$ cat src/include/joypad_config.svh
`ifndef JOYPAD_CONFIG_SVH
`define JOYPAD_CONFIG_SVH

// System clocks per engine step
`define I2C_TICK_DIV 8'd4

// Engine steps idled after each command
`define I2C_HOLD_STEPS 5'd4

// 7-bit target address of the game controller
`define JOYPAD_ADDR 7'h52

`endif

$ cat src/design/joypad_pkg.sv
package joypad_pkg;

  typedef enum logic [1:0] {
    CMD_START = 2'd0,
    CMD_WRITE = 2'd1,
    CMD_READ  = 2'd2,
    CMD_STOP  = 2'd3
  } i2c_cmd_e;

  // Byte engine bit-level states
  typedef enum logic [3:0] {
    E_IDLE, E_START, E_WR_SETUP, E_WR_CLK, E_RACK_SETUP_1, E_RACK_SETUP_2, E_RACK,
    E_RD_SETUP, E_RD_CLK, E_WACK_SETUP, E_WACK, E_STOP_SETUP, E_STOP, E_DELAY
  } engine_state_e;

  // Poll transaction steps
  typedef enum logic [3:0] {
    PS_IDLE, PS_START_A, PS_ADDR_W, PS_REG, PS_STOP_A,
    PS_START_B, PS_ADDR_R, PS_READ, PS_STOP_B, PS_FINISH
  } poll_state_e;

  typedef struct packed {
    i2c_cmd_e   cmd;
    logic [7:0] wdata;
    logic       mack;    // 1 = NACK after read
  } i2c_req_t;

  typedef struct packed {
    logic [7:0] rdata;
    logic       rdata_valid;
    logic       ack;     // 1 = no acknowledge
  } i2c_rsp_t;

  typedef struct packed {
    logic clk_low;
    logic dat_low;
  } bus_drive_t;

endpackage

$ cat src/design/i2c_phase_timer.sv
`timescale 1ns/1ns
`include "joypad_config.svh"

module i2c_phase_timer (
  input  logic scl,
  input  logic rst_n,
  input  logic run,
  input  logic hold_load,
  output logic step,
  output logic hold_over
);
  logic [7:0] div_cnt;
  logic [4:0] hold_cnt;

  assign step = run && (div_cnt == `I2C_TICK_DIV - 8'd1);

  // Step divider, parked at zero while the engine idles
  always_ff @(posedge scl or negedge rst_n) begin
    if (!rst_n) begin
      div_cnt <= 8'd0;
    end else if (!run || step) begin
      div_cnt <= 8'd0;
    end else begin
      div_cnt <= div_cnt + 8'd1;
    end
  end

  // Hold-off after each command
  always_ff @(posedge scl or negedge rst_n) begin
    if (!rst_n) begin
      hold_cnt <= 5'd0;
    end else if (hold_load) begin
      hold_cnt <= `I2C_HOLD_STEPS;
    end else if (step && hold_cnt != 5'd0) begin
      hold_cnt <= hold_cnt - 5'd1;
    end
  end

  assign hold_over = (hold_cnt == 5'd0);

endmodule

$ cat src/design/i2c_shift_reg.sv
`timescale 1ns/1ns

module i2c_shift_reg (
  input  logic       scl,
  input  logic       rst_n,
  input  logic       load,
  input  logic [7:0] wdata,
  input  logic       shift_out,
  input  logic       shift_in,
  input  logic       in_bit,
  output logic       msb,
  output logic [7:0] byte_out,
  output logic       last_bit
);
  logic [7:0] data;
  logic [2:0] bit_cnt;

  // Shared transmit/receive byte
  always_ff @(posedge scl) begin
    if (load) begin
      data <= wdata;
    end else if (shift_out) begin
      data <= {data[6:0], data[7]};  // Rotate, MSB first
    end else if (shift_in) begin
      data <= {data[6:0], in_bit};
    end
  end

  // Bits done in the current byte
  always_ff @(posedge scl or negedge rst_n) begin
    if (!rst_n) begin
      bit_cnt <= 3'd0;
    end else if (load) begin
      bit_cnt <= 3'd0;
    end else if (shift_out || shift_in) begin
      bit_cnt <= bit_cnt + 3'd1;  // Wraps after eight
    end
  end

  assign msb      = data[7];
  assign byte_out = data;
  assign last_bit = (bit_cnt == 3'd7);

endmodule

$ cat src/design/i2c_byte_engine.sv
`timescale 1ns/1ns

module i2c_byte_engine (
  input  logic                   scl,
  input  logic                   rst_n,
  input  logic                   go,
  input  joypad_pkg::i2c_req_t   req,
  input  logic                   bus_dat_in,
  input  logic                   step,
  input  logic                   hold_over,
  input  logic                   msb,
  input  logic [7:0]             byte_out,
  input  logic                   last_bit,
  output joypad_pkg::i2c_rsp_t   rsp,
  output logic                   done,
  output logic                   run,
  output logic                   hold_load,
  output logic                   load,
  output logic                   shift_out,
  output logic                   shift_in,
  output logic                   in_bit,
  output joypad_pkg::bus_drive_t bus
);
  joypad_pkg::engine_state_e state, state_next;
  logic clk_low, clk_low_next;
  logic dat_low, dat_low_next;
  logic mack, mack_next;
  logic ack, ack_next;
  logic rdata_valid, rdata_valid_next;
  logic done_next;

  assign in_bit = bus_dat_in;
  assign run    = (state != joypad_pkg::E_IDLE);

  always_comb begin
    state_next       = state;
    clk_low_next     = clk_low;
    dat_low_next     = dat_low;
    mack_next        = mack;
    ack_next         = ack;
    rdata_valid_next = rdata_valid;
    done_next        = 1'b0;
    hold_load        = 1'b0;
    load             = 1'b0;
    shift_out        = 1'b0;
    shift_in         = 1'b0;

    if (state == joypad_pkg::E_IDLE) begin
      if (go) begin
        load             = 1'b1;  // Also clears the bit count
        mack_next        = req.mack;
        ack_next         = 1'b0;
        rdata_valid_next = 1'b0;
        case (req.cmd)
          joypad_pkg::CMD_START: state_next = joypad_pkg::E_START;
          joypad_pkg::CMD_WRITE: state_next = joypad_pkg::E_WR_SETUP;
          joypad_pkg::CMD_READ:  state_next = joypad_pkg::E_RD_SETUP;
          default:               state_next = joypad_pkg::E_STOP_SETUP;
        endcase
      end
    end else if (state == joypad_pkg::E_DELAY) begin
      if (hold_over) begin
        done_next  = 1'b1;
        state_next = joypad_pkg::E_IDLE;
      end
    end else if (step) begin
      case (state)
        joypad_pkg::E_START: begin
          if (!dat_low) begin
            dat_low_next = 1'b1;  // Data falls with clock high
          end else begin
            clk_low_next = 1'b1;
            hold_load    = 1'b1;
            state_next   = joypad_pkg::E_DELAY;
          end
        end
        joypad_pkg::E_WR_SETUP: begin
          dat_low_next = !msb;
          state_next   = joypad_pkg::E_WR_CLK;
        end
        joypad_pkg::E_WR_CLK: begin
          if (clk_low) begin
            clk_low_next = 1'b0;
          end else begin
            clk_low_next = 1'b1;
            shift_out    = 1'b1;
            state_next   = last_bit ? joypad_pkg::E_RACK_SETUP_1 : joypad_pkg::E_WR_SETUP;
          end
        end
        joypad_pkg::E_RACK_SETUP_1: begin
          dat_low_next = 1'b0;  // Hand data to the target
          state_next   = joypad_pkg::E_RACK_SETUP_2;
        end
        joypad_pkg::E_RACK_SETUP_2: begin
          clk_low_next = 1'b0;
          state_next   = joypad_pkg::E_RACK;
        end
        joypad_pkg::E_RACK: begin
          ack_next     = bus_dat_in;
          clk_low_next = 1'b1;
          hold_load    = 1'b1;
          state_next   = joypad_pkg::E_DELAY;
        end
        joypad_pkg::E_RD_SETUP: begin
          dat_low_next = 1'b0;
          state_next   = joypad_pkg::E_RD_CLK;
        end
        joypad_pkg::E_RD_CLK: begin
          if (clk_low) begin
            clk_low_next = 1'b0;
          end else begin
            clk_low_next = 1'b1;
            shift_in     = 1'b1;  // Sample at end of high phase
            if (last_bit) begin
              rdata_valid_next = 1'b1;
              state_next       = joypad_pkg::E_WACK_SETUP;
            end else begin
              state_next = joypad_pkg::E_RD_SETUP;
            end
          end
        end
        joypad_pkg::E_WACK_SETUP: begin
          dat_low_next = !mack;
          state_next   = joypad_pkg::E_WACK;
        end
        joypad_pkg::E_WACK: begin
          if (clk_low) begin
            clk_low_next = 1'b0;
          end else begin
            clk_low_next = 1'b1;
            hold_load    = 1'b1;
            state_next   = joypad_pkg::E_DELAY;
          end
        end
        joypad_pkg::E_STOP_SETUP: begin
          dat_low_next = 1'b1;  // Clock is low here
          state_next   = joypad_pkg::E_STOP;
        end
        joypad_pkg::E_STOP: begin
          if (clk_low) begin
            clk_low_next = 1'b0;
          end else begin
            dat_low_next = 1'b0;  // Data rises with clock high
            hold_load    = 1'b1;
            state_next   = joypad_pkg::E_DELAY;
          end
        end
        default: state_next = joypad_pkg::E_IDLE;
      endcase
    end
  end

  always_ff @(posedge scl or negedge rst_n) begin
    if (!rst_n) begin
      state       <= joypad_pkg::E_IDLE;
      clk_low     <= 1'b0;
      dat_low     <= 1'b0;
      mack        <= 1'b1;
      ack         <= 1'b0;
      rdata_valid <= 1'b0;
      done        <= 1'b0;
    end else begin
      state       <= state_next;
      clk_low     <= clk_low_next;
      dat_low     <= dat_low_next;
      mack        <= mack_next;
      ack         <= ack_next;
      rdata_valid <= rdata_valid_next;
      done        <= done_next;
    end
  end

  assign rsp = '{rdata: byte_out, rdata_valid: rdata_valid, ack: ack};
  assign bus = '{clk_low: clk_low, dat_low: dat_low};

endmodule

$ cat src/design/joypad_poll_seq.sv
`timescale 1ns/1ns
`include "joypad_config.svh"

module joypad_poll_seq (
  input  logic                 scl,
  input  logic                 rst_n,
  input  logic                 poll,
  input  logic                 done,
  input  joypad_pkg::i2c_rsp_t rsp,
  output logic                 go,
  output joypad_pkg::i2c_req_t req,
  output logic                 poll_done,
  output logic [7:0]           joypad_data,
  output logic                 nack_err
);
  joypad_pkg::poll_state_e state, next_step;
  logic waiting;     // Command issued, engine busy
  logic err;
  logic write_step;

  // Command list
  always_comb begin
    req        = '{cmd: joypad_pkg::CMD_START, wdata: 8'h00, mack: 1'b1};
    next_step  = joypad_pkg::PS_IDLE;
    write_step = 1'b0;
    case (state)
      joypad_pkg::PS_START_A: next_step = joypad_pkg::PS_ADDR_W;
      joypad_pkg::PS_ADDR_W: begin
        req.cmd    = joypad_pkg::CMD_WRITE;
        req.wdata  = {`JOYPAD_ADDR, 1'b0};
        write_step = 1'b1;
        next_step  = joypad_pkg::PS_REG;
      end
      joypad_pkg::PS_REG: begin
        req.cmd    = joypad_pkg::CMD_WRITE;  // Register 0x00
        write_step = 1'b1;
        next_step  = joypad_pkg::PS_STOP_A;
      end
      joypad_pkg::PS_STOP_A: begin
        req.cmd   = joypad_pkg::CMD_STOP;
        next_step = joypad_pkg::PS_START_B;
      end
      joypad_pkg::PS_START_B: next_step = joypad_pkg::PS_ADDR_R;
      joypad_pkg::PS_ADDR_R: begin
        req.cmd    = joypad_pkg::CMD_WRITE;
        req.wdata  = {`JOYPAD_ADDR, 1'b1};
        write_step = 1'b1;
        next_step  = joypad_pkg::PS_READ;
      end
      joypad_pkg::PS_READ: begin
        req.cmd   = joypad_pkg::CMD_READ;  // Single byte, NACK
        next_step = joypad_pkg::PS_STOP_B;
      end
      joypad_pkg::PS_STOP_B: begin
        req.cmd   = joypad_pkg::CMD_STOP;
        next_step = joypad_pkg::PS_FINISH;
      end
      default: ;
    endcase
  end

  assign go = (state != joypad_pkg::PS_IDLE) && (state != joypad_pkg::PS_FINISH) && !waiting;

  always_ff @(posedge scl or negedge rst_n) begin
    if (!rst_n) begin
      state       <= joypad_pkg::PS_IDLE;
      waiting     <= 1'b0;
      err         <= 1'b0;
      poll_done   <= 1'b0;
      nack_err    <= 1'b0;
      joypad_data <= 8'h00;
    end else begin
      poll_done <= 1'b0;
      case (state)
        joypad_pkg::PS_IDLE: begin
          if (poll) begin
            err   <= 1'b0;
            state <= joypad_pkg::PS_START_A;
          end
        end
        joypad_pkg::PS_FINISH: begin
          nack_err  <= err;
          poll_done <= 1'b1;
          state     <= joypad_pkg::PS_IDLE;
        end
        default: begin
          if (go) begin
            waiting <= 1'b1;
          end else if (done) begin
            waiting <= 1'b0;
            state   <= next_step;
            if (write_step) err <= err | rsp.ack;
            if (state == joypad_pkg::PS_READ && rsp.rdata_valid && !err) begin
              joypad_data <= rsp.rdata;  // Only from an acknowledged target
            end
          end
        end
      endcase
    end
  end

endmodule

$ cat src/design/joypad_bridge.sv
`timescale 1ns/1ns

module joypad_bridge (
  input  logic                   scl,
  input  logic                   rst_n,
  input  logic                   poll,
  output logic                   poll_done,
  output logic [7:0]             joypad_data,
  output logic                   nack_err,
  output joypad_pkg::bus_drive_t bus,
  input  logic                   bus_dat_in
);
  joypad_pkg::i2c_req_t req;
  joypad_pkg::i2c_rsp_t rsp;
  logic go, done;
  logic run, step, hold_load, hold_over;
  logic load, shift_out, shift_in, in_bit;
  logic msb, last_bit;
  logic [7:0] byte_out;

  joypad_poll_seq u_seq (
    .scl(scl), .rst_n(rst_n), .poll(poll), .done(done), .rsp(rsp),
    .go(go), .req(req), .poll_done(poll_done),
    .joypad_data(joypad_data), .nack_err(nack_err)
  );

  i2c_byte_engine u_engine (
    .scl(scl), .rst_n(rst_n), .go(go), .req(req), .bus_dat_in(bus_dat_in),
    .step(step), .hold_over(hold_over), .msb(msb), .byte_out(byte_out),
    .last_bit(last_bit), .rsp(rsp), .done(done), .run(run), .hold_load(hold_load),
    .load(load), .shift_out(shift_out), .shift_in(shift_in), .in_bit(in_bit),
    .bus(bus)
  );

  i2c_phase_timer u_timer (
    .scl(scl), .rst_n(rst_n), .run(run), .hold_load(hold_load),
    .step(step), .hold_over(hold_over)
  );

  i2c_shift_reg u_shift (
    .scl(scl), .rst_n(rst_n), .load(load), .wdata(req.wdata),
    .shift_out(shift_out), .shift_in(shift_in), .in_bit(in_bit),
    .msb(msb), .byte_out(byte_out), .last_bit(last_bit)
  );

endmodule

$ cat config.mk
export PLATFORM = sky130hd
export DESIGN_NAME = joypad_bridge
export DESIGN_NICKNAME = d
export VERILOG_FILES = /design/src/design/joypad_pkg.sv /design/src/design/i2c_phase_timer.sv /design/src/design/i2c_shift_reg.sv /design/src/design/i2c_byte_engine.sv /design/src/design/joypad_poll_seq.sv /design/src/design/joypad_bridge.sv
export VERILOG_INCLUDE_DIRS = /design/src /design/src/include
export SDC_FILE = /design/constraint.sdc
export NUM_CORES = 1
export LEC_CHECK = 0
export BUFFER_PORTS_ARGS = -buffer_cell sky130_fd_sc_hd__buf_2
export CORE_UTILIZATION = 49
export DETAILED_ROUTE_END_ITERATION = 16
export PLACE_DENSITY = 0.69
export SYNTH_ARGS = -nofsm -noshare
export SYNTH_HDL_FRONTEND = slang
export SYNTH_SLANG_ARGS = --single-unit
$ cat constraint.sdc
create_clock -name scl -period 5.1 [get_ports scl]
set_clock_uncertainty 0.05 [all_clocks]
set_input_delay 0.255 -clock scl [delete_from_list [all_inputs] [get_ports scl]]
set_output_delay 0.255 -clock scl [all_outputs]
set_load 0.02 [all_outputs]
==> summary.md <==
| Metric | Value |
|---|---|
| Status | `finished, final reports clean` |
| Vias | `just over 2k` |
| Global-route congestion overflow total | `0` |
| # clock sinks | `slightly below 50` |
| Initial core utilization | `52.1%` |
| Post-Syn Area per Cell | `9.89 um2` |
| Detail Route Antenna Nets | `0` |
| Tcrit/Tclk final | `49.8%` |
| Initial antenna violation count | `0` |
| FF-to-FF Start | `u_engine.state[1]` |
| Global-route wire length before repair | `9.03 mm` |
| Min Tclk post-route | `2540 ps` |
| Fillers | `between 400 and 500` |
| Startpoint Class | `register` |
| Fin Hold WS | `21.4 ps` |
| CTS Buffer Depth | `2` |
| Max VDD drop | `roughly 0.15 mV` |
| Syn Inst Count | `between 200 and 300` |
| Initial drt markers | `141` |
| Slew headroom | `38.3%` |
| First-pass DRT Iterations | `4` |
| Syn nets | `285` |
| Pins Over Slew Limit | `0` |
| CTS clk-pin slew, worst paths | `around 100 ps` |
| Synth area leaders | `dfrtp_1 38%, edfxtp_1 8.8%, mux2_2 5.8%` |
| Total chip power | `0.649 mW` |
| Skew-Pair Late Insertion Delay | `about 310 ps` |
| Share of flip-flops with an asynchronous set or reset | `83.7%` |
| Post-CTS Resized | `0` |
| Commonest non-fill, non-tap cell in the layout | `dfrtp_1` |
| TNS Setup | `0 ps` |
| Ratio of cells with drive above 1 in the final layout | `17.4%` |
| Flop-to-flop setup slack | `2560 ps` |
| Vias in the first global route | `1,908` |
| LEAKAGE | `~1.3 nW` |
| Setup crit end kind | `register` |
| DR WL/cell | `around 15 um` |
| Number of synthesized flops with an enable pin | `8` |
| RSZ-0062 raised after global routing | `false` |
| Fmax | `393 MHz` |
| CTS tree | `done` |
| H-tree depth | `2` |
| Type of the worst setup path | `reg2reg` |
| I/O pin cnt | `16` |
| Top-area cell type share of the netlist area | `37.6%` |
| CP required | `5260 ps` |
| Drt drc | `0` |
| GR Util All Layers | `slightly below 20%` |
| Mapped cell area | `0.00273 mm2` |
| Setup Viol. Count Final | `0` |
| Endpoints failing hold | `0` |
| Yosys top cell by area | `dfrtp_1` |
| Core Region | `between 0.005 and 0.006 mm2` |
| Num CTS Buffers | `5` |
| HP Class | `in2async` |
| Worst-path maximum fanout | `24` |
| Number of post-CTS setup repair buffers | `0` |
| Sequential area share after synthesis | `46.4%` |
| Register-to-Register Path Depth | `5` |
| Die Footprint | `around 0.0059 mm2` |
| Max_cap viols | `0` |
| Routability Congestion | `between 0.8 and 0.9` |
| Yosys reg bits | `49` |
| Port Buffers | `15` |
| Commonest cells after routing, fill and taps aside | `41 x dfrtp_1, 24 x nor2_1, 24 x nand2_1` |
| FP Rows | `26` |
| Main flop type after synthesis | `dfrtp_1` |
| NumNets Final | `290` |
| Hpwl dp | `~3.7 mm` |
| Ant diodes | `0` |
| Die Height | `76.6 um` |
| Chip width | `roughly 77 um` |
| Largest net degree at the start of global routing | `42` |
| Crit Reg-Reg Endpoint | `u_engine.state[1]` |
| Hold-fix buffers at CTS | `0` |
| Netlist cell types | `57` |
| Utilization after layout | `55.7%` |
| CTS Root Cell | `clkbuf_8` |
| Layout area overhead | `6.78%` |
| Post-DR vias/cell | `5.75` |
| Synth warn | `0` |
| Worst EP arrival | `around 2700 ps` |
| Worst slew pin tran | `roughly 900 ps` |
| DRT Wirelength | `5.32 mm` |
| PD cells | `223 mW/mm2` |
[kinds of logic after synthesis]
group	after synthesis	share of synthesized area, %
simple gates	104	21.1
flops	49	46.4
buf+inv	27	4.12
compound gates	59	14.3
fa+ha+maj	5	2.29
xor+xnor	13	4.17
mux	19	7.61
[report_power, final]
| part | switching (mW) | internal, mW |
|---|---|---|
| Sequential | 0 | 0.396 |
| Combinational | 0.00725 | 0.00128 |
| Clock | 0.144 | 0.100 |
| Total | 0.151 | 0.498 |
[state kept, by name, indices dropped and copies added (netlist names)]
signal                count
u_seq.joypad_data         8
u_shift.bit_cnt           3
u_seq.state               4
u_timer.div_cnt           8
u_engine.ack              1
u_seq.nack_err            1
u_engine.rdata_valid      1
u_engine.dat_low          1
u_shift.byte_out          8
u_engine.done             1
u_engine.state            4
u_seq.waiting             1
u_engine.clk_low          1
u_seq.err                 1
u_timer.hold_cnt          5
u_seq.poll_done           1
[routing by layer]
layer  global-route usage [%]  wire length [um]  vias up
li1                         -                 -      998
met1                     26.4              2560     1000
met2                     31.4              2550       21
met3                     3.35               148        5
met4                     5.96                62        0
met5                        0                 0        -
[critical path, cell delays in order, from the launching register on]
cell     delay, ps
dfrtp_1        640
or4_1          790
o21ai_4        200
a21oi_2        110
or3_4          360
mux2_2         280
[cell usage after synthesis (5+ instances only)]
cell type,instances
nand2_1,24
and3_1,5
dfrtp_1,41
o31ai_1,6
xor2_1,7
nor2_1,24
xnor2_1,6
clkbuf_1,12
nand2b_1,5
ha_1,5
inv_1,9
mux2_2,14
mux2i_1,5
and2_1,6
edfxtp_1,8
nand3_1,9
o21ai_0,16
a21oi_1,14
[final cells by class]
type / count / area [um2] / share of cell area (%)
clock inverters: 3 / 25.0 / 0.858
repair buffers: 16 / 82.6 / 2.83
flip-flops and latches: 49 / 1270 / 43.4
multi-input cells: 200 / 1350 / 46.4
inverters: 9 / 33.8 / 1.16
well taps: 70 / 87.6 / 3.00
clock buffers: 5 / 68.8 / 2.36
[worst max-delay path by stage]
| stage | slack (ps) | endpoint | depth (start not counted) | start |
|---|---|---|---|---|
| 2_1_floorplan | 2780 | u_shift.byte_out[0] | 6 | u_timer.div_cnt[0] |
| 3_3_place_gp | 2630 | u_engine.state[2] | 5 | u_engine.state[1] |
| 3_5_place_dp | 2560 | u_shift.byte_out[4] | 5 | u_timer.div_cnt[0] |
| 4_1_cts | 2560 | u_shift.byte_out[1] | 5 | u_timer.div_cnt[0] |
| 5_1_grt | 2410 | u_engine.state[3] | 5 | u_engine.state[1] |
| 6_report | 2560 | u_engine.state[1] | 5 | u_engine.state[1] |
[per-stage QoR]
stage	cell area, um2	setup slack [ps]	instances
6_report	2920	2560	352
5_1_grt	2920	2410	352
4_1_cts	2920	2560	352
3_5_place_dp	2820	2560	344
3_3_place_gp	2820	2630	344
2_1_floorplan	2730	2780	276
Power figures use the tool's default switching activity.
